`src/rtl/hazard_defines.svh`:
```
`ifndef HAZARD_DEFINES_SVH
`define HAZARD_DEFINES_SVH

// Register file has sixteen entries
`define REG_ADDR_W 4

// Width of operands and results on the execute path
`define DATA_W 32

// R15 holds the program counter
// It comes from the fetch path and is never forwarded
`define PC_REG 15

`endif

```
`src/rtl/hazard_pkg.sv`:
```
`default_nettype none

`include "hazard_defines.svh"

package hazardPkg;

  // Register number as carried down the pipeline
  typedef logic [`REG_ADDR_W-1:0] regAddrT;

  // Operand or result word
  typedef logic [`DATA_W-1:0] dataT;

  // Source of an execute-stage operand
  // Code 2'b11 is left unused
  typedef enum logic [1:0] {
    fwdNone = 2'b00,  // Register file read
    fwdW    = 2'b01,  // Writeback result
    fwdM    = 2'b10   // Memory-stage ALU result
  } fwdSelT;

endpackage

`default_nettype wire

```
`src/rtl/stageTracker.sv`:
```
`timescale 1ns/1ns
`default_nettype none

module stageTracker (
  input  logic              clk,
  input  logic              rstN,
  // Decode-stage fields from the decoder
  input  logic              instrValidD,
  input  hazardPkg::regAddrT rs1D,
  input  hazardPkg::regAddrT rs2D,
  input  hazardPkg::regAddrT rdD,
  input  logic              regWriteD,
  input  logic              memToRegD,
  // Pipeline control from the hazard unit
  input  logic              stallD,
  input  logic              stallE,
  input  logic              stallM,
  input  logic              stallW,
  input  logic              flushE,
  input  logic              flushM,
  input  logic              flushW,
  // Tracked stage contents
  output logic              validE,
  output logic              validM,
  output logic              validW,
  output hazardPkg::regAddrT rs1E,
  output hazardPkg::regAddrT rs2E,
  output hazardPkg::regAddrT rdE,
  output hazardPkg::regAddrT rdM,
  output hazardPkg::regAddrT rdW,
  output logic              regWriteE,
  output logic              regWriteM,
  output logic              regWriteW,
  output logic              memToRegE
);

  // Next valid bit of each stage when that stage is allowed to advance
  logic nextValidE;
  logic nextValidM;
  logic nextValidW;

  // A stalled upstream stage hands on a bubble
  // A flush turns the incoming slot into a bubble too
  assign nextValidE = instrValidD & ~stallD & ~flushE;
  assign nextValidM = validE & ~stallE & ~flushM;
  // In writeback the stall wins over the flush
  // The flush there only kills the register-file write outside this block
  assign nextValidW = validM & ~stallM & ~flushW;

  // Decode to execute, control part
  always_ff @(posedge clk or negedge rstN)
  begin
    if (!rstN)
    begin
      validE    <= 1'b0;
      regWriteE <= 1'b0;
      memToRegE <= 1'b0;
    end
    else if (!stallE)
    begin
      validE    <= nextValidE;
      // Flags are cleared in bubbles
      regWriteE <= regWriteD & nextValidE;
      memToRegE <= memToRegD & nextValidE;
    end
  end

  // Decode to execute, register numbers
  always_ff @(posedge clk)
  begin
    if (!stallE)
    begin
      rs1E <= rs1D;
      rs2E <= rs2D;
      rdE  <= rdD;
    end
  end

  // Execute to memory
  always_ff @(posedge clk or negedge rstN)
  begin
    if (!rstN)
    begin
      validM    <= 1'b0;
      regWriteM <= 1'b0;
    end
    else if (!stallM)
    begin
      validM    <= nextValidM;
      regWriteM <= regWriteE & nextValidM;
    end
  end

  always_ff @(posedge clk)
  begin
    if (!stallM)
      rdM <= rdE;
  end

  // Memory to writeback
  always_ff @(posedge clk or negedge rstN)
  begin
    if (!rstN)
    begin
      validW    <= 1'b0;
      regWriteW <= 1'b0;
    end
    else if (!stallW)
    begin
      validW    <= nextValidW;
      regWriteW <= regWriteM & nextValidW;
    end
  end

  always_ff @(posedge clk)
  begin
    if (!stallW)
      rdW <= rdM;
  end

  // Stall and flush on one stage would leave its content ambiguous
  // Writeback is exempt since a memory-system stall raises both there
  assert property (@(posedge clk) disable iff (!rstN) !(stallE && flushE))
    else $error("execute stage stalled and flushed together");
  assert property (@(posedge clk) disable iff (!rstN) !(stallM && flushM))
    else $error("memory stage stalled and flushed together");

endmodule

`default_nettype wire

```
`src/rtl/regMatch.sv`:
```
`timescale 1ns/1ns
`default_nettype none

`include "hazard_defines.svh"

module regMatch (
  input  hazardPkg::regAddrT rs1D,
  input  hazardPkg::regAddrT rs2D,
  input  logic              instrValidD,
  input  logic              validE,
  input  logic              validM,
  input  logic              validW,
  input  hazardPkg::regAddrT rs1E,
  input  hazardPkg::regAddrT rs2E,
  input  hazardPkg::regAddrT rdE,
  input  hazardPkg::regAddrT rdM,
  input  hazardPkg::regAddrT rdW,
  // Execute sources against memory and writeback destinations
  output logic              match1EM,
  output logic              match1EW,
  output logic              match2EM,
  output logic              match2EW,
  // Decode sources against the execute destination
  output logic              match1DE,
  output logic              match2DE
);

  localparam hazardPkg::regAddrT PcReg = `PC_REG;

  // Sources that may take a forwarded value
  // PC reads come from the fetch path
  logic fwdOk1E;
  logic fwdOk2E;
  logic fwdOk1D;
  logic fwdOk2D;

  assign fwdOk1E = validE & (rs1E != PcReg);
  assign fwdOk2E = validE & (rs2E != PcReg);
  assign fwdOk1D = instrValidD & (rs1D != PcReg);
  assign fwdOk2D = instrValidD & (rs2D != PcReg);

  assign match1EM = fwdOk1E & validM & (rs1E == rdM);
  assign match1EW = fwdOk1E & validW & (rs1E == rdW);
  assign match2EM = fwdOk2E & validM & (rs2E == rdM);
  assign match2EW = fwdOk2E & validW & (rs2E == rdW);

  // Load-use candidates, only one stage apart
  assign match1DE = fwdOk1D & validE & (rs1D == rdE);
  assign match2DE = fwdOk2D & validE & (rs2D == rdE);

endmodule

`default_nettype wire

```
`src/rtl/hazardUnit.sv`:
```
`timescale 1ns/1ns
`default_nettype none

module hazardUnit (
  input  logic              clk,
  input  logic              rstN,
  // Register matches
  input  logic              match1EM,
  input  logic              match1EW,
  input  logic              match2EM,
  input  logic              match2EW,
  input  logic              match1DE,
  input  logic              match2DE,
  // Stage flags
  input  logic              regWriteM,
  input  logic              regWriteW,
  input  logic              memToRegE,
  // Control-flow events
  input  logic              branchTakenE,
  input  logic              pcWrPendingF,
  input  logic              pcSrcW,
  // Memory system
  input  logic              dStall,
  input  logic              iStall,
  output hazardPkg::fwdSelT forwardAE,
  output hazardPkg::fwdSelT forwardBE,
  output logic              stallF,
  output logic              stallD,
  output logic              stallE,
  output logic              stallM,
  output logic              stallW,
  output logic              flushD,
  output logic              flushE,
  output logic              flushM,
  output logic              flushW
);

  logic memStall;
  logic ldStallD;

  // Memory stage is the younger result so it wins
  function automatic hazardPkg::fwdSelT selectFwd(input logic hitM, input logic hitW);
    if (hitM)
      return hazardPkg::fwdM;
    else if (hitW)
      return hazardPkg::fwdW;
    else
      return hazardPkg::fwdNone;
  endfunction

  // Only stages that write a register may forward
  assign forwardAE = selectFwd(match1EM & regWriteM, match1EW & regWriteW);
  assign forwardBE = selectFwd(match2EM & regWriteM, match2EW & regWriteW);

  // Either cache holding up the pipeline
  assign memStall = dStall | iStall;

  // Load result not ready until memory stage ends
  // Hold decode one cycle and send a bubble into execute
  assign ldStallD = (match1DE | match2DE) & memToRegE;

  // Fetch also waits while a PC write is in flight
  assign stallF = ldStallD | pcWrPendingF | memStall;
  assign stallD = ldStallD | memStall;
  assign stallE = memStall;
  assign stallM = memStall;
  assign stallW = memStall;

  // Wrong-path fetches after a branch or a PC write get squashed
  assign flushD = pcWrPendingF | pcSrcW | branchTakenE | iStall;
  assign flushE = ldStallD | branchTakenE;
  // No memory-stage flush source without exceptions
  assign flushM = 1'b0;
  assign flushW = memStall;

  // After a load-use stall the load sits behind a bubble
  // So the stalled source can't be served from memory next cycle
  assert property (@(posedge clk) disable iff (!rstN)
    match1DE && memToRegE && !memStall |=> forwardAE != hazardPkg::fwdM)
    else $error("source A forwarded from memory right after load-use");
  assert property (@(posedge clk) disable iff (!rstN)
    match2DE && memToRegE && !memStall |=> forwardBE != hazardPkg::fwdM)
    else $error("source B forwarded from memory right after load-use");

endmodule

`default_nettype wire

```
`src/rtl/operandForward.sv`:
```
`timescale 1ns/1ns
`default_nettype none

module operandForward (
  input  hazardPkg::fwdSelT forwardAE,
  input  hazardPkg::fwdSelT forwardBE,
  // Register-file reads for the execute instruction
  input  hazardPkg::dataT   rfData1E,
  input  hazardPkg::dataT   rfData2E,
  // Results further down the pipe
  input  hazardPkg::dataT   aluResultM,
  input  hazardPkg::dataT   resultW,
  output hazardPkg::dataT   srcAE,
  output hazardPkg::dataT   srcBE
);

  // Three-way operand mux shared by both sources
  function automatic hazardPkg::dataT pickOperand(
    input hazardPkg::fwdSelT sel,
    input hazardPkg::dataT   rfData,
    input hazardPkg::dataT   memData,
    input hazardPkg::dataT   wbData
  );
    case (sel)
      hazardPkg::fwdM: return memData;
      hazardPkg::fwdW: return wbData;
      // fwdNone, also the unused code
      default:         return rfData;
    endcase
  endfunction

  assign srcAE = pickOperand(forwardAE, rfData1E, aluResultM, resultW);
  assign srcBE = pickOperand(forwardBE, rfData2E, aluResultM, resultW);

endmodule

`default_nettype wire

```
`src/rtl/hazardTop.sv`:
```
`timescale 1ns/1ns
`default_nettype none

module hazardTop (
  input  logic              clk,
  input  logic              rstN,
  // Decode-stage fields, held by the source while stallF is high
  input  logic              instrValidD,
  input  hazardPkg::regAddrT rs1D,
  input  hazardPkg::regAddrT rs2D,
  input  hazardPkg::regAddrT rdD,
  input  logic              regWriteD,
  input  logic              memToRegD,
  // Control-flow events
  input  logic              branchTakenE,
  input  logic              pcWrPendingF,
  input  logic              pcSrcW,
  // Memory-system stalls
  input  logic              dStall,
  input  logic              iStall,
  // Operand sources
  input  hazardPkg::dataT   rfData1E,
  input  hazardPkg::dataT   rfData2E,
  input  hazardPkg::dataT   aluResultM,
  input  hazardPkg::dataT   resultW,
  output logic              stallF,
  output logic              stallD,
  output logic              stallE,
  output logic              stallM,
  output logic              stallW,
  output logic              flushD,
  output logic              flushE,
  output logic              flushM,
  output logic              flushW,
  output hazardPkg::fwdSelT forwardAE,
  output hazardPkg::fwdSelT forwardBE,
  output hazardPkg::dataT   srcAE,
  output hazardPkg::dataT   srcBE
);

  // Tracked stage contents
  logic               validE;
  logic               validM;
  logic               validW;
  hazardPkg::regAddrT rs1E;
  hazardPkg::regAddrT rs2E;
  hazardPkg::regAddrT rdE;
  hazardPkg::regAddrT rdM;
  hazardPkg::regAddrT rdW;
  logic               regWriteE;
  logic               regWriteM;
  logic               regWriteW;
  logic               memToRegE;

  // Register matches
  logic match1EM;
  logic match1EW;
  logic match2EM;
  logic match2EW;
  logic match1DE;
  logic match2DE;

  stageTracker uTracker (
    .clk         (clk),
    .rstN        (rstN),
    .instrValidD (instrValidD),
    .rs1D        (rs1D),
    .rs2D        (rs2D),
    .rdD         (rdD),
    .regWriteD   (regWriteD),
    .memToRegD   (memToRegD),
    .stallD      (stallD),
    .stallE      (stallE),
    .stallM      (stallM),
    .stallW      (stallW),
    .flushE      (flushE),
    .flushM      (flushM),
    .flushW      (flushW),
    .validE      (validE),
    .validM      (validM),
    .validW      (validW),
    .rs1E        (rs1E),
    .rs2E        (rs2E),
    .rdE         (rdE),
    .rdM         (rdM),
    .rdW         (rdW),
    .regWriteE   (regWriteE),
    .regWriteM   (regWriteM),
    .regWriteW   (regWriteW),
    .memToRegE   (memToRegE)
  );

  regMatch uMatch (
    .rs1D        (rs1D),
    .rs2D        (rs2D),
    .instrValidD (instrValidD),
    .validE      (validE),
    .validM      (validM),
    .validW      (validW),
    .rs1E        (rs1E),
    .rs2E        (rs2E),
    .rdE         (rdE),
    .rdM         (rdM),
    .rdW         (rdW),
    .match1EM    (match1EM),
    .match1EW    (match1EW),
    .match2EM    (match2EM),
    .match2EW    (match2EW),
    .match1DE    (match1DE),
    .match2DE    (match2DE)
  );

  hazardUnit uHazard (
    .clk          (clk),
    .rstN         (rstN),
    .match1EM     (match1EM),
    .match1EW     (match1EW),
    .match2EM     (match2EM),
    .match2EW     (match2EW),
    .match1DE     (match1DE),
    .match2DE     (match2DE),
    .regWriteM    (regWriteM),
    .regWriteW    (regWriteW),
    .memToRegE    (memToRegE),
    .branchTakenE (branchTakenE),
    .pcWrPendingF (pcWrPendingF),
    .pcSrcW       (pcSrcW),
    .dStall       (dStall),
    .iStall       (iStall),
    .forwardAE    (forwardAE),
    .forwardBE    (forwardBE),
    .stallF       (stallF),
    .stallD       (stallD),
    .stallE       (stallE),
    .stallM       (stallM),
    .stallW       (stallW),
    .flushD       (flushD),
    .flushE       (flushE),
    .flushM       (flushM),
    .flushW       (flushW)
  );

  operandForward uForward (
    .forwardAE  (forwardAE),
    .forwardBE  (forwardBE),
    .rfData1E   (rfData1E),
    .rfData2E   (rfData2E),
    .aluResultM (aluResultM),
    .resultW    (resultW),
    .srcAE      (srcAE),
    .srcBE      (srcBE)
  );

endmodule

`default_nettype wire

```
`config.mk`:
```
export PLATFORM = sky130hd
export DESIGN_NAME = hazardTop
export DESIGN_NICKNAME = d
export VERILOG_FILES = /design/src/rtl/hazard_pkg.sv /design/src/rtl/stageTracker.sv /design/src/rtl/regMatch.sv /design/src/rtl/hazardUnit.sv /design/src/rtl/operandForward.sv /design/src/rtl/hazardTop.sv
export VERILOG_INCLUDE_DIRS = /design/src /design/src/rtl
export SDC_FILE = /design/constraint.sdc
export NUM_CORES = 1
export LEC_CHECK = 0
export BUFFER_PORTS_ARGS = -buffer_cell sky130_fd_sc_hd__buf_4
export CAP_MARGIN = 15
export CORE_ASPECT_RATIO = 0.75
export CORE_MARGIN = 2
export CORE_UTILIZATION = 38
export DETAILED_ROUTE_END_ITERATION = 10
export PLACE_DENSITY = 0.81
export SLEW_MARGIN = 20
export SYNTH_ARGS = -nofsm -noshare
export SYNTH_HDL_FRONTEND = slang
export SYNTH_SLANG_ARGS = --single-unit
```
`constraint.sdc`:
```
create_clock -name clk -period 3.8 [get_ports clk]
set_input_delay 0.76 -clock clk [delete_from_list [all_inputs] [get_ports clk]]
set_output_delay 0.76 -clock clk [all_outputs]
set_load 0.02 [all_outputs]
```
== Yosys cells after proc, flatten, opt, wreduce, memory -nomap -nowiden ==
Cells that the tools add are included.
Operators by class
  bitwise operators: 42
  muxes and demuxes: 6
  equality and inequality tests: 14
Operators by type and width (count)
  $pmux 32 s2: 2
  $and 1x1->1: 30
  $eq 4x4->1: 6
  $ne 4x4->1 const B: 4
  $or 1x1->1: 9
  $eq 2x1->1 const B: 2
  $eq 2x2->1 const B: 2
  $mux 2: 2
  $not 1->1: 3
  $mux 1: 2
Word-level totals
  output and inout port bits: 77
  register bits after elaboration: 27
  logic and storage cells: 74
  input port bits: 150

== Depth between registers and ports, before layout ==
Gate-level depths: netlist of run 1.
  depth after elaboration: 11
  mapped depth: 8
  depth with buffers taken out: 6

== Modules after synthesis ==
A second synthesis of run 1 with hierarchy kept.
Unflattened totals
  cells, all modules: 335
  area total of the unflattened synthesis: 2761.4 µm²
Modules (own cells, without submodules)
  operandForward: instances 1, seq. area each 0.0 µm², cells an instance 226, area an instance 1421.4 µm²
  stageTracker: instances 1, seq. area each 775.7 µm², cells an instance 48, area an instance 924.6 µm²
  regMatch: instances 1, seq. area each 0.0 µm², cells an instance 43, area an instance 316.6 µm²
  hazardUnit: instances 1, seq. area each 0.0 µm², cells an instance 18, area an instance 98.8 µm²

== Worst setup path before layout of run 1 ==
No wires, ideal clock.
  kind: input to output
  from: in iStall
  to: out stallE
  required time: 3040 ps
  data arrival time: 2930 ps
  buffers on the path: 1
  slack: 110 ps
  stages: 3
  cells stage by stage: nor2_1 > clkinv_1 > buf_4
On the way
  longest elaborated chain between the ends: 1
RTL lines
  start: declaration: RTL line hazardTop.sv:20  | input logic iStall,
  $or 1x1->1: RTL line hazardUnit.sv:56  | assign memStall = dStall | iStall;
  end: declaration: RTL line hazardTop.sv:28  | output logic stallE,
Every way passes these cells.

== Worst setup path in the final report of run 1 ==
  from: reg uTracker.rs2E[3]
  to: out srcBE[17]
On the way
  longest elaborated chain between the ends: 9
  elaborated cells between the ends (all ways): 15
  those cells by class: eq/ne: 5; mux: 3; bitwise: 7
RTL lines
  start: declaration: RTL line stageTracker.sv:27  | output hazardPkg::regAddrT rs2E,
  start signal: assignment: RTL line stageTracker.sv:74  | rs2E <= rs2D;
  $ne 4x4->1: RTL line regMatch.sv:38  | assign fwdOk2E = validE & (rs2E != PcReg);
  $and 1x1->1: RTL line regMatch.sv:38
  $and 1x1->1 (2 in a row): RTL line regMatch.sv:45  | assign match2EW = fwdOk2E & validW & (rs2E == rdW);
  $and 1x1->1: RTL line hazardUnit.sv:53  | assign forwardBE = selectFwd(match2EM & regWriteM, match2EW & regWriteW);
  $mux 1: RTL line hazardUnit.sv:45  | else if (hitW)
  $mux 2 (*): RTL line hazardUnit.sv:43  | if (hitM)
  $eq 2x1->1 or $eq 2x2->1 (tied branches): RTL line operandForward.sv:24  | case (sel)
  $pmux 32 s2 (*): RTL line operandForward.sv:24
  end: declaration: RTL line hazardTop.sv:38  | output hazardPkg::dataT srcBE
Mark *: on every way between the ends. The rest lies on a longest branch, timed or not.

==> results of run 1 <==
routing by layer:
layer	track usage	up-vias	wire length, um
met1	0.386	1644	4540
met3	0.0470	41	1140
met5	0	-	0
met4	0.140	0	544
met2	0.542	222	6010
li1	-	1593	-
layout by cell type, fill, tap and decap left out, drive strengths merged, types with 7 or more instances in the layout:
cell / netlist / final
nor2: 42 / 42
xor2: 13 / 13
xnor2: 9 / 9
a21o: 11 / 11
buf: 10 / 235
o211ai: 18 / 18
nand2: 60 / 60
a2bb2o: 8 / 8
dfrtp: 7 / 7
nand3: 25 / 25
edfxtp: 20 / 20
a221o: 37 / 37
sequential cells by signal, indices dropped and copies added (netlist names):
signal,count
uTracker.rs1E,4
uTracker.validW,1
uTracker.rdM,4
uTracker.rdE,4
uTracker.regWriteE,1
uTracker.validE,1
uTracker.regWriteW,1
uTracker.rs2E,4
uTracker.memToRegE,1
uTracker.rdW,4
uTracker.regWriteM,1
uTracker.validM,1
through the flow:
| stage | hold WS, ps | utilization | instance area, um2 | total power [mW] | setup WS, ps |
|---|---|---|---|---|---|
| after floorplan | 438 | - | 2520 | 0.495 | 110 |
| after detailed placement | 462 | 0.671 | 4260 | 0.709 | 469 |
| after CTS | 284 | 0.678 | 4310 | 0.868 | 161 |
| after global routing | 280 | 0.678 | 4310 | 0.901 | 20.4 |
| after global placement | 453 | 0.671 | 4260 | 0.707 | 502 |
| final | 289 | 0.678 | 4310 | 0.866 | 160 |
Yosys cell counts, drive strengths merged:
cell / n / area, um2
or4: 2 / 18.8
xor2: 13 / 114
nand4: 3 / 18.8
and3: 3 / 18.8
clkinv: 1 / 3.75
o211ai: 18 / 135
edfxtp: 20 / 601
and2: 1 / 8.76
dfrtp: 7 / 175
buf: 10 / 78.8
nor3: 2 / 10.0
a221o: 37 / 370
a41o: 1 / 10.0
a21o: 11 / 82.6
o2bb2ai: 3 / 26.3
nand3b: 1 / 7.51
nand2b: 1 / 6.26
o2111a: 1 / 11.3
a2bb2o: 8 / 80.1
nor4: 1 / 6.26
clkbuf: 18 / 67.6
nand2: 60 / 225
a32o: 2 / 20.0
or3b: 1 / 8.76
nor2: 42 / 158
o21ai: 3 / 15.0
a32oi: 1 / 8.76
nor3b: 1 / 7.51
inv: 1 / 3.75
conb: 1 / 3.75
a22o: 1 / 8.76
a31oi: 1 / 6.26
xnor2: 9 / 78.8
nand3: 25 / 125
report_power, final:
group,internal (mW),leakage (nW),switching (mW)
clock,0.0734,0.0255,0.0877
sequential,0.337,0.282,0.0191
combinational,0.193,1.69,0.156
total,0.604,2.00,0.262
cells by family (layout without fill, tap and decap cells):
kind of cell              count (synthesis)  count (layout)
and+or+nand+nor                         143             143
other                                     1               1
DFF                                      27              27
AOI/OAI and AO/OA                        87              87
buffers and inverters                    30             241
xor gates and xnor gates                 22              22
cell type report:
class	count	area share
sequential	27	0.180
timing repair buffer	235	0.410
inverter	2	0.00174
tap	81	0.0235
clock buffer	3	0.00958
clock inverter	1	0.00116
multi-input combinational	253	0.374
worst paths after layout:
| kind | from | endpoint | slack (ps) | cells past startpoint |
|---|---|---|---|---|
| max in group asynchronous | rstN | uTracker.validW | 3390 | 1 |
| setup reg to reg | uTracker.validE | uTracker.regWriteE | 2160 | 4 |
| setup / recovery | uTracker.rs2E[3] | srcBE[17] | 160 | 7 |
| hold reg to reg | uTracker.regWriteW | uTracker.regWriteW | 480 | 2 |
| hold / removal | rstN | uTracker.validE | 290 | 1 |
| min in group clk | uTracker.regWriteW | uTracker.regWriteW | 480 | 2 |
==> impl_metrics.xml, run 1 <==
<?xml version="1.0" encoding="UTF-8"?>
<metrics>
  <group name="run_status">
    <metric name="result_of_the_run" unit="">finished, final reports clean</metric>
  </group>
  <group name="cts">
    <metric name="cts_resized" unit="">0</metric>
    <metric name="cts.sinks" unit="">27</metric>
    <metric name="clock_path_buffers" unit="">2</metric>
    <metric name="clock_tree.htree_level_count" unit="">1</metric>
    <metric name="tritoncts" unit="">yes</metric>
    <metric name="cts_post_setup_buffers_inserted" unit="">0</metric>
    <metric name="cts_made_buffers" unit="">3</metric>
    <metric name="cts.clk_slew.worst_paths" unit="ps">90</metric>
    <metric name="cts.hold.buffers_added" unit="">0</metric>
    <metric name="insertion_delay" unit="ps">270</metric>
    <metric name="clockRootBuffer" unit="">sky130_fd_sc_hd__clkbuf_8</metric>
  </group>
  <group name="cells_and_area">
    <metric name="antenna-diode-count" unit="">0</metric>
    <metric name="p_r_area_growth_vs_syn" unit="%">71.0</metric>
    <metric name="final_cells" unit="">602</metric>
    <metric name="multi_input_area" unit="um2">1610</metric>
    <metric name="finish.net_count" unit="">672</metric>
    <metric name="area.sequential" unit="um2">776</metric>
    <metric name="layout.filler_cells" unit="">531</metric>
    <metric name="layout-drive-gt1-share" unit="">0.468</metric>
  </group>
  <group name="timing">
    <metric name="setup_repair_after_global_routing_missed_its_margin" unit="">false</metric>
    <metric name="max_freq" unit="MHz">275</metric>
    <metric name="setup_total_negative_slack" unit="ps">0</metric>
    <metric name="report.final.setup_viol" unit="">0</metric>
    <metric name="slew_headroom" unit="">0.355</metric>
    <metric name="finalWorstPathRequiredPeriod" unit="ps">3640</metric>
    <metric name="worstMarginPinSlew" unit="ps">968</metric>
    <metric name="fin_worst_skew" unit="ps">3.74</metric>
    <metric name="finalHoldViolCount" unit="">0</metric>
    <metric name="slew_violations" unit="">0</metric>
    <metric name="final_min_period_over_clock_period" unit="">0.958</metric>
  </group>
  <group name="detailed_routing">
    <metric name="drc" unit="">0</metric>
    <metric name="tritonroute_pass_1_iters" unit="">6</metric>
    <metric name="first_iter_violations" unit="">212</metric>
    <metric name="route.detailed.wl_per_inst" unit="um">20.3</metric>
    <metric name="via_to_cell_ratio" unit="">5.81</metric>
    <metric name="route.antenna.remaining_nets" unit="">0</metric>
    <metric name="vias" unit="">3500</metric>
    <metric name="finalWirelength" unit="um">12200</metric>
  </group>
  <group name="die">
    <metric name="die_w" unit="um">98.0</metric>
    <metric name="core_area" unit="um2">6350</metric>
    <metric name="fp.dieArea" unit="um2">7310</metric>
    <metric name="initial_utilization" unit="">0.397</metric>
    <metric name="floorplan.io_pins" unit="">227</metric>
    <metric name="fp.dieH" unit="um">74.5</metric>
    <metric name="num_rows" unit="">25</metric>
  </group>
  <group name="setup_path">
    <metric name="slowest_cp_cell" unit="">sky130_fd_sc_hd__or4_4</metric>
    <metric name="critPathBufInv" unit="">3</metric>
    <metric name="crit_path_max_incr_delay" unit="ps">550</metric>
    <metric name="critical_path.startpoint_type" unit="">flop</metric>
    <metric name="cp-end-kind" unit="">output pin</metric>
    <metric name="crit_arrival" unit="ps">2880</metric>
    <metric name="critical_path_class" unit="">flop to output pin</metric>
    <metric name="critical_path.top_delay_family" unit="">simple AND/OR/NAND/NOR gates</metric>
    <metric name="required" unit="ps">3040</metric>
    <metric name="crit_path_cell_trace" unit="">xor2_1 -&gt; or4_4 -&gt; or3b_1 -&gt; inv_1 -&gt; buf_4 -&gt; a221o_1 -&gt; buf_4</metric>
    <metric name="timing.critical_path.mode_cell" unit="">sky130_fd_sc_hd__buf_4</metric>
    <metric name="crit_path_max_fanout" unit="">33</metric>
  </group>
  <group name="yosys">
    <metric name="synth-xor-area-share" unit="">0.0765</metric>
    <metric name="synth_simple_gate_area_share" unit="">0.246</metric>
    <metric name="syn-num-nets" unit="">460</metric>
    <metric name="synth-seq-cells" unit="">27</metric>
    <metric name="synth_area" unit="um2">2520</metric>
    <metric name="yosysWarnings" unit="">0</metric>
    <metric name="syn_inst" unit="">310</metric>
    <metric name="yosys-mux-area-fraction" unit="">0</metric>
    <metric name="syn_avg_cell_area" unit="um2">8.13</metric>
    <metric name="combinational_family_with_the_most_area_after_synthesis" unit="">compound AO/OA/AOI/OAI gates</metric>
    <metric name="netlist-cell-type-count" unit="">37</metric>
    <metric name="synth-compound-area-share" unit="">0.307</metric>
    <metric name="sequential_share_of_the_synthesized_area" unit="">0.308</metric>
    <metric name="synth_fa_ha_area_frac" unit="">0</metric>
  </group>
  <group name="place">
    <metric name="place_hpwl" unit="um">9850</metric>
    <metric name="portBuffers" unit="">225</metric>
    <metric name="cells_after_dpl" unit="">598</metric>
    <metric name="gp_routability_congestion" unit="">0.982</metric>
  </group>
  <group name="pwr">
    <metric name="p_leak" unit="nW">2.00</metric>
    <metric name="ir_drop" unit="V">0.000236</metric>
    <metric name="power.density_cell_area" unit="nW/um2">201</metric>
  </group>
  <group name="flow_run">
    <metric name="max_cap_violations" unit="">0</metric>
  </group>
  <group name="worst_hold_path">
    <metric name="holdCritPathClass" unit="">primary input to async pin</metric>
  </group>
  <group name="global_routing">
    <metric name="gr-total-overflow" unit="">0</metric>
    <metric name="number_of_antenna_violations_at_the_first_check_in_global_routing" unit="">0</metric>
    <metric name="gr-usage-all-layers" unit="">0.310</metric>
    <metric name="grt_pass1_vias" unit="">3297</metric>
    <metric name="grt_pass1_wl" unit="um">17500</metric>
    <metric name="grt_max_degree" unit="">34</metric>
  </group>
</metrics>
No activity file was read; power rests on OpenSTA's default activity.
==> run 2: changes to the inputs <==
--- a/config.mk
+++ b/config.mk
@@ -13,6 +13,8 @@
 export CORE_UTILIZATION = 38
 export DETAILED_ROUTE_END_ITERATION = 10
 export PLACE_DENSITY = 0.81
+export RECOVER_POWER = 100
+export SKIP_LAST_GASP = 1
 export SLEW_MARGIN = 20
 export SYNTH_ARGS = -nofsm -noshare
 export SYNTH_HDL_FRONTEND = slang
==> impl_metrics.xml, run 2 (synthesized netlist as in run 1, its figures left out) <==
<?xml version="1.0" encoding="UTF-8"?>
<metrics>
  <group name="setup_path">
    <metric name="reg2reg_setup_slack" unit="ps">2160</metric>
    <metric name="cp-end-kind" unit="">output pin</metric>
    <metric name="reg2reg_from" unit="">uTracker.validE</metric>
    <metric name="rr_worst_depth" unit="">4</metric>
    <metric name="startpoint" unit="">uTracker.rs2E[3]</metric>
    <metric name="required" unit="ps">3040</metric>
    <metric name="setup.worst_path.end" unit="">srcBE[5]</metric>
    <metric name="slowest_cp_cell" unit="">sky130_fd_sc_hd__or4_4</metric>
    <metric name="crit_path_max_incr_delay" unit="ps">550</metric>
    <metric name="crit_arrival" unit="ps">2910</metric>
    <metric name="worst_reg2reg_path_endpoint" unit="">uTracker.regWriteE</metric>
    <metric name="crit_path_max_fanout" unit="">33</metric>
    <metric name="critical_path_class" unit="">flop to output pin</metric>
    <metric name="critical_path.startpoint_type" unit="">flop</metric>
    <metric name="crit_path_cell_trace" unit="">xor2_1 -&gt; or4_4 -&gt; or3b_1 -&gt; inv_1 -&gt; buf_4 -&gt; a221o_1 -&gt; clkbuf_2</metric>
  </group>
  <group name="place">
    <metric name="dp_worst_setup_slack" unit="ps">469</metric>
    <metric name="portBuffers" unit="">225</metric>
    <metric name="gp_routability_congestion" unit="">0.982</metric>
    <metric name="place_hpwl" unit="um">9850</metric>
  </group>
  <group name="cells_and_area">
    <metric name="commonest_non_fill_non_tap_cells_in_the_layout" unit="">sky130_fd_sc_hd__buf_4, sky130_fd_sc_hd__nand2_1, sky130_fd_sc_hd__clkbuf_1, sky130_fd_sc_hd__nor2_1, sky130_fd_sc_hd__a221o_1</metric>
    <metric name="antenna-diode-count" unit="">0</metric>
    <metric name="most_common_cell_after_layout_fill_and_taps_aside" unit="">sky130_fd_sc_hd__buf_4</metric>
    <metric name="layout.filler_cells" unit="">604</metric>
    <metric name="layout-drive-gt1-share" unit="">0.370</metric>
    <metric name="p_r_area_growth_vs_syn" unit="%">60.6</metric>
    <metric name="finish.net_count" unit="">672</metric>
  </group>
  <group name="cts">
    <metric name="cts_post_setup_buffers_inserted" unit="">0</metric>
    <metric name="insertion_delay" unit="ps">270</metric>
    <metric name="clock_tree.htree_level_count" unit="">1</metric>
    <metric name="cts.sinks" unit="">27</metric>
    <metric name="clock_path_buffers" unit="">2</metric>
    <metric name="cts_resized" unit="">0</metric>
    <metric name="clockRootBuffer" unit="">sky130_fd_sc_hd__clkbuf_8</metric>
    <metric name="tritoncts" unit="">yes</metric>
    <metric name="cts_made_buffers" unit="">3</metric>
    <metric name="cts.hold.buffers_added" unit="">0</metric>
    <metric name="cts.clk_slew.worst_paths" unit="ps">90</metric>
  </group>
  <group name="pwr">
    <metric name="p_leak" unit="nW">1.80</metric>
    <metric name="power.density_cell_area" unit="nW/um2">207</metric>
    <metric name="ir_drop" unit="V">0.000236</metric>
  </group>
  <group name="timing">
    <metric name="fin_worst_skew" unit="ps">3.61</metric>
    <metric name="worstMarginPinSlew" unit="ps">1240</metric>
    <metric name="final_min_period_over_clock_period" unit="">0.966</metric>
    <metric name="fin_worst_hold_slack" unit="ps">388</metric>
    <metric name="slew_headroom" unit="">0.171</metric>
    <metric name="final_critical_path_setup_slack" unit="ps">128</metric>
    <metric name="slew_violations" unit="">0</metric>
    <metric name="setup_total_negative_slack" unit="ps">0</metric>
    <metric name="setup_repair_after_global_routing_missed_its_margin" unit="">false</metric>
    <metric name="max_freq" unit="MHz">272</metric>
    <metric name="finalWorstPathRequiredPeriod" unit="ps">3670</metric>
    <metric name="report.final.setup_viol" unit="">0</metric>
    <metric name="finalHoldViolCount" unit="">0</metric>
  </group>
  <group name="die">
    <metric name="fp.dieH" unit="um">74.5</metric>
    <metric name="die_w" unit="um">98.0</metric>
    <metric name="num_rows" unit="">25</metric>
    <metric name="initial_utilization" unit="">0.397</metric>
    <metric name="floorplan.io_pins" unit="">227</metric>
    <metric name="fp.dieArea" unit="um2">7310</metric>
    <metric name="core_area" unit="um2">6350</metric>
  </group>
  <group name="detailed_routing">
    <metric name="vias" unit="">3495</metric>
    <metric name="finalWirelength" unit="um">12200</metric>
    <metric name="first_iter_violations" unit="">206</metric>
    <metric name="tritonroute_pass_1_iters" unit="">4</metric>
    <metric name="via_to_cell_ratio" unit="">5.81</metric>
    <metric name="route.antenna.remaining_nets" unit="">0</metric>
    <metric name="drc" unit="">0</metric>
    <metric name="route.detailed.wl_per_inst" unit="um">20.3</metric>
  </group>
  <group name="global_routing">
    <metric name="grt_pass1_vias" unit="">3297</metric>
    <metric name="number_of_antenna_violations_at_the_first_check_in_global_routing" unit="">0</metric>
    <metric name="gr-usage-all-layers" unit="">0.310</metric>
    <metric name="grt_max_degree" unit="">34</metric>
    <metric name="gr-total-overflow" unit="">0</metric>
    <metric name="grt_pass1_wl" unit="um">17500</metric>
  </group>
  <group name="run_status">
    <metric name="result_of_the_run" unit="">finished, final reports clean</metric>
  </group>
  <group name="worst_hold_path">
    <metric name="holdCritPathClass" unit="">primary input to async pin</metric>
  </group>
  <group name="flow_run">
    <metric name="max_cap_violations" unit="">0</metric>
  </group>
</metrics>
[run 2: cell count changes in the layout (fill, tap and decap cells not counted), moves of 5 or more]
cell | before | now
sky130_fd_sc_hd__clkbuf_4 | 0 | 5
sky130_fd_sc_hd__buf_4 | 235 | 153
sky130_fd_sc_hd__clkbuf_2 | 0 | 27
sky130_fd_sc_hd__clkbuf_1 | 0 | 49
[run 2: layout make-up]
type                            instances  area, um2  share of cell area
Multi-Input combinational cell        253       1610               0.397
Timing Repair Buffer                  235       1510               0.373
Sequential cell                        27        776               0.192
Tap cell                               81        101              0.0250
Clock buffer                            3       41.3              0.0102
Inverter                                2       7.51             0.00186
Clock inverter                          1       5.00             0.00124
[run 2: critical path, delay by kind of cell (launching register included)]
kind / cells / cell delay (ps)
AOI/OAI and AO/OA: 1 / 260
xor gates and xnor gates: 1 / 180
buffers and inverters: 3 / 620
DFF: 1 / 470
and+or+nand+nor: 2 / 1090
[run 2: stage by stage]
stage / utilization / total power [mW] / instance area, um2 / instances
3_3_place_gp: 0.671 / 0.707 / 4260 / 598
4_1_cts: 0.678 / 0.868 / 4310 / 602
3_5_place_dp: 0.671 / 0.709 / 4260 / 598
5_1_grt: 0.637 / 0.871 / 4050 / 602
6_report: 0.637 / 0.836 / 4050 / 602
2_1_floorplan: - / 0.495 / 2520 / 310
[run 2: how the worst min path moves through the flow]
| stage | startpoint | to |
|---|---|---|
| final | rstN | uTracker.regWriteE |
| after global routing | rstN | uTracker.memToRegE |
| after CTS | rstN | uTracker.memToRegE |
| after detailed placement | uTracker.regWriteW | uTracker.regWriteW |
| after global placement | uTracker.validW | uTracker.validW |
| after floorplan | uTracker.validW | uTracker.validW |
[run 2: metal layers]
metal | wire [um] | track usage | vias to the layer above
met2 | 6040 | 0.542 | 226
li1 | - | - | 1592
met1 | 4510 | 0.386 | 1646
met3 | 1200 | 0.0470 | 31
met4 | 486 | 0.140 | 0
met5 | 0 | 0 | -
[run 2: power by group]
group / internal (mW) / switching [mW]
Clock: 0.0735 / 0.0886
Combinational: 0.163 / 0.154
Sequential: 0.337 / 0.0189
==> run 3: changes to the inputs <==
--- a/config.mk
+++ b/config.mk
@@ -6,13 +6,14 @@
 export SDC_FILE = /design/constraint.sdc
 export NUM_CORES = 1
 export LEC_CHECK = 0
+export ABC_CLOCK_PERIOD_IN_PS = 3100
 export BUFFER_PORTS_ARGS = -buffer_cell sky130_fd_sc_hd__buf_4
 export CAP_MARGIN = 15
 export CORE_ASPECT_RATIO = 0.75
 export CORE_MARGIN = 2
-export CORE_UTILIZATION = 38
+export CORE_UTILIZATION = 35
 export DETAILED_ROUTE_END_ITERATION = 10
-export PLACE_DENSITY = 0.81
+export PLACE_DENSITY = 0.79
 export RECOVER_POWER = 100
 export SKIP_LAST_GASP = 1
 export SLEW_MARGIN = 20
==> constraint.sdc (replaced) <==
create_clock -name clk -period 3.1 [get_ports clk]
set_input_delay 0.62 -clock clk [delete_from_list [all_inputs] [get_ports clk]]
set_output_delay 0.62 -clock clk [all_outputs]
set_load 0.02 [all_outputs]
==> impl_metrics.xml, run 3 (synthesized netlist as in run 1, its figures left out) <==
<?xml version="1.0" encoding="UTF-8"?>
<metrics>
  <group name="cells_and_area">
    <metric name="p_r_area_growth_vs_syn" unit="%">76.9</metric>
    <metric name="most_common_cell_after_layout_fill_and_taps_aside" unit="">sky130_fd_sc_hd__buf_4</metric>
    <metric name="finish.utilization" unit="">0.646</metric>
    <metric name="layout.filler_cells" unit="">636</metric>
    <metric name="finish.net_count" unit="">680</metric>
    <metric name="layout-drive-gt1-share" unit="">0.446</metric>
    <metric name="commonest_non_fill_non_tap_cells_in_the_layout" unit="">sky130_fd_sc_hd__buf_4, sky130_fd_sc_hd__nand2_1, sky130_fd_sc_hd__nor2_1, sky130_fd_sc_hd__a221o_1, sky130_fd_sc_hd__nand3_1</metric>
    <metric name="postLayoutCellArea" unit="um2">4460</metric>
  </group>
  <group name="setup_path">
    <metric name="cp-end-kind" unit="">output pin</metric>
    <metric name="rr_worst_depth" unit="">4</metric>
    <metric name="startpoint" unit="">uTracker.rdM[1]</metric>
    <metric name="critical_path.startpoint_type" unit="">flop</metric>
    <metric name="required" unit="ps">2480</metric>
    <metric name="reg2reg_setup_slack" unit="ps">1550</metric>
    <metric name="setup.worst_path.end" unit="">srcBE[22]</metric>
    <metric name="critical_path.top_delay_family" unit="">simple AND/OR/NAND/NOR gates</metric>
    <metric name="worst_reg2reg_path_endpoint" unit="">uTracker.regWriteE</metric>
    <metric name="reg2reg_from" unit="">uTracker.rdE[1]</metric>
    <metric name="critPathBufInv" unit="">1</metric>
    <metric name="critical_path_class" unit="">flop to output pin</metric>
    <metric name="crit_path_max_fanout" unit="">8</metric>
    <metric name="slowest_cp_cell" unit="">sky130_fd_sc_hd__or4_4</metric>
    <metric name="crit_arrival" unit="ps">2510</metric>
    <metric name="crit_path_cell_trace" unit="">xor2_1 -&gt; or4_4 -&gt; or3b_4 -&gt; and2_4 -&gt; a221o_1 -&gt; buf_4</metric>
    <metric name="crit_path_max_incr_delay" unit="ps">530</metric>
    <metric name="crit_cells" unit="">6</metric>
  </group>
  <group name="place">
    <metric name="portBuffers" unit="">225</metric>
    <metric name="dp_worst_setup_slack" unit="ps">167</metric>
    <metric name="gp_routability_congestion" unit="">0.935</metric>
    <metric name="total_placed_instance_area" unit="um2">4310</metric>
    <metric name="place_hpwl" unit="um">9640</metric>
  </group>
  <group name="global_routing">
    <metric name="grt_pass1_vias" unit="">3445</metric>
    <metric name="gr-usage-all-layers" unit="">0.291</metric>
    <metric name="gr-total-overflow" unit="">0</metric>
    <metric name="number_of_antenna_violations_at_the_first_check_in_global_routing" unit="">1</metric>
    <metric name="grt_max_degree" unit="">35</metric>
    <metric name="grt_pass1_wl" unit="um">18000</metric>
  </group>
  <group name="die">
    <metric name="fp.dieArea" unit="um2">7900</metric>
    <metric name="core_area" unit="um2">6900</metric>
    <metric name="initial_utilization" unit="">0.365</metric>
    <metric name="die_w" unit="um">102</metric>
    <metric name="fp.dieH" unit="um">77.5</metric>
    <metric name="num_rows" unit="">26</metric>
    <metric name="floorplan.io_pins" unit="">227</metric>
  </group>
  <group name="cts">
    <metric name="clock_path_buffers" unit="">2</metric>
    <metric name="tritoncts" unit="">yes</metric>
    <metric name="cts_made_buffers" unit="">3</metric>
    <metric name="insertion_delay" unit="ps">270</metric>
    <metric name="clockRootBuffer" unit="">sky130_fd_sc_hd__clkbuf_8</metric>
    <metric name="cts.sinks" unit="">27</metric>
    <metric name="clock_tree.htree_level_count" unit="">1</metric>
    <metric name="cts.clk_slew.worst_paths" unit="ps">80</metric>
  </group>
  <group name="pwr">
    <metric name="seq_power_share" unit="">0.409</metric>
    <metric name="cell_internal_pwr" unit="mW">0.742</metric>
    <metric name="p_leak" unit="nW">2.02</metric>
    <metric name="p_sw_frac" unit="">0.304</metric>
    <metric name="pwr-share-comb" unit="">0.410</metric>
    <metric name="report.power.total" unit="mW">1.07</metric>
    <metric name="power_frac_clock" unit="">0.181</metric>
    <metric name="ir_drop" unit="V">0.000266</metric>
    <metric name="power.density_cell_area" unit="nW/um2">239</metric>
    <metric name="p_switching" unit="mW">0.324</metric>
  </group>
  <group name="detailed_routing">
    <metric name="first_iter_violations" unit="">160</metric>
    <metric name="vias" unit="">3562</metric>
    <metric name="via_to_cell_ratio" unit="">5.67</metric>
    <metric name="route.antenna.remaining_nets" unit="">0</metric>
    <metric name="route.detailed.wl_per_inst" unit="um">20.2</metric>
    <metric name="finalWirelength" unit="um">12700</metric>
    <metric name="drc" unit="">0</metric>
    <metric name="tritonroute_pass_1_iters" unit="">4</metric>
  </group>
  <group name="timing">
    <metric name="report.final.setup_viol" unit="">11</metric>
    <metric name="slew_headroom" unit="">0.166</metric>
    <metric name="fin_worst_skew" unit="ps">3.24</metric>
    <metric name="final_critical_path_setup_slack" unit="ps">-32.2</metric>
    <metric name="finalWorstPathRequiredPeriod" unit="ps">3130</metric>
    <metric name="final_min_period_over_clock_period" unit="">1.01</metric>
    <metric name="max_freq" unit="MHz">319</metric>
    <metric name="slew_violations" unit="">0</metric>
    <metric name="finalHoldViolCount" unit="">0</metric>
    <metric name="setup_total_negative_slack" unit="ps">-118</metric>
    <metric name="setup_repair_after_global_routing_missed_its_margin" unit="">true</metric>
    <metric name="worstMarginPinSlew" unit="ps">1250</metric>
  </group>
  <group name="worst_hold_path">
    <metric name="holdCritPathClass" unit="">primary input to async pin</metric>
  </group>
  <group name="run_status">
    <metric name="violations" unit="">negative setup slack</metric>
    <metric name="result_of_the_run" unit="">finished with violations</metric>
  </group>
  <group name="flow_run">
    <metric name="max_cap_violations" unit="">0</metric>
  </group>
</metrics>
run 3: layout make-up:
cell class | count | area (um2) | share of cell area
flip-flops and latches | 27 | 776 | 0.174
diodes | 1 | 2.50 | 0.000561
repair buffers | 241 | 1850 | 0.414
inverters | 2 | 10.0 | 0.00225
multi-input cells | 255 | 1650 | 0.371
well taps | 98 | 123 | 0.0275
clock buffers | 3 | 41.3 | 0.00926
clock inverters | 1 | 5.00 | 0.00112
run 3: worst min-delay path by stage:
stage,endpoint
finish,uTracker.memToRegE
global route,uTracker.memToRegE
CTS,uTracker.memToRegE
detailed placement,uTracker.memToRegE
global placement,uTracker.memToRegE
floorplan,uTracker.memToRegE
run 3: power groups by stage:
stage               clock network, mW  registers (mW)  logic [mW]
floorplan                           0           0.438       0.169
global placement                    0           0.443       0.419
detailed placement                  0           0.445       0.425
CTS                             0.201           0.434       0.437
global route                    0.212           0.439       0.463
finish                          0.193           0.436       0.437
run 3: stage by stage:
| stage | cells | hold WS, ps |
|---|---|---|
| CTS | 625 | 142 |
| global placement | 615 | 436 |
| finish | 628 | 228 |
| detailed placement | 615 | 438 |
| global route | 628 | 261 |
| floorplan | 310 | 324 |
run 3: layer usage:
layer,routed length (um),global-route usage
met1,4850,0.350
met2,6420,0.516
met3,908,0.0396
met4,530,0.123
met5,0,0
run 3: repair_timing:
action                     4_1_cts  5_1_grt
pin swaps                        9        5
cloned                           1        2
resized for setup                9       15
setup buffers                    5        0
hold buffers                     0        0
setup endpoints to repair       32       64
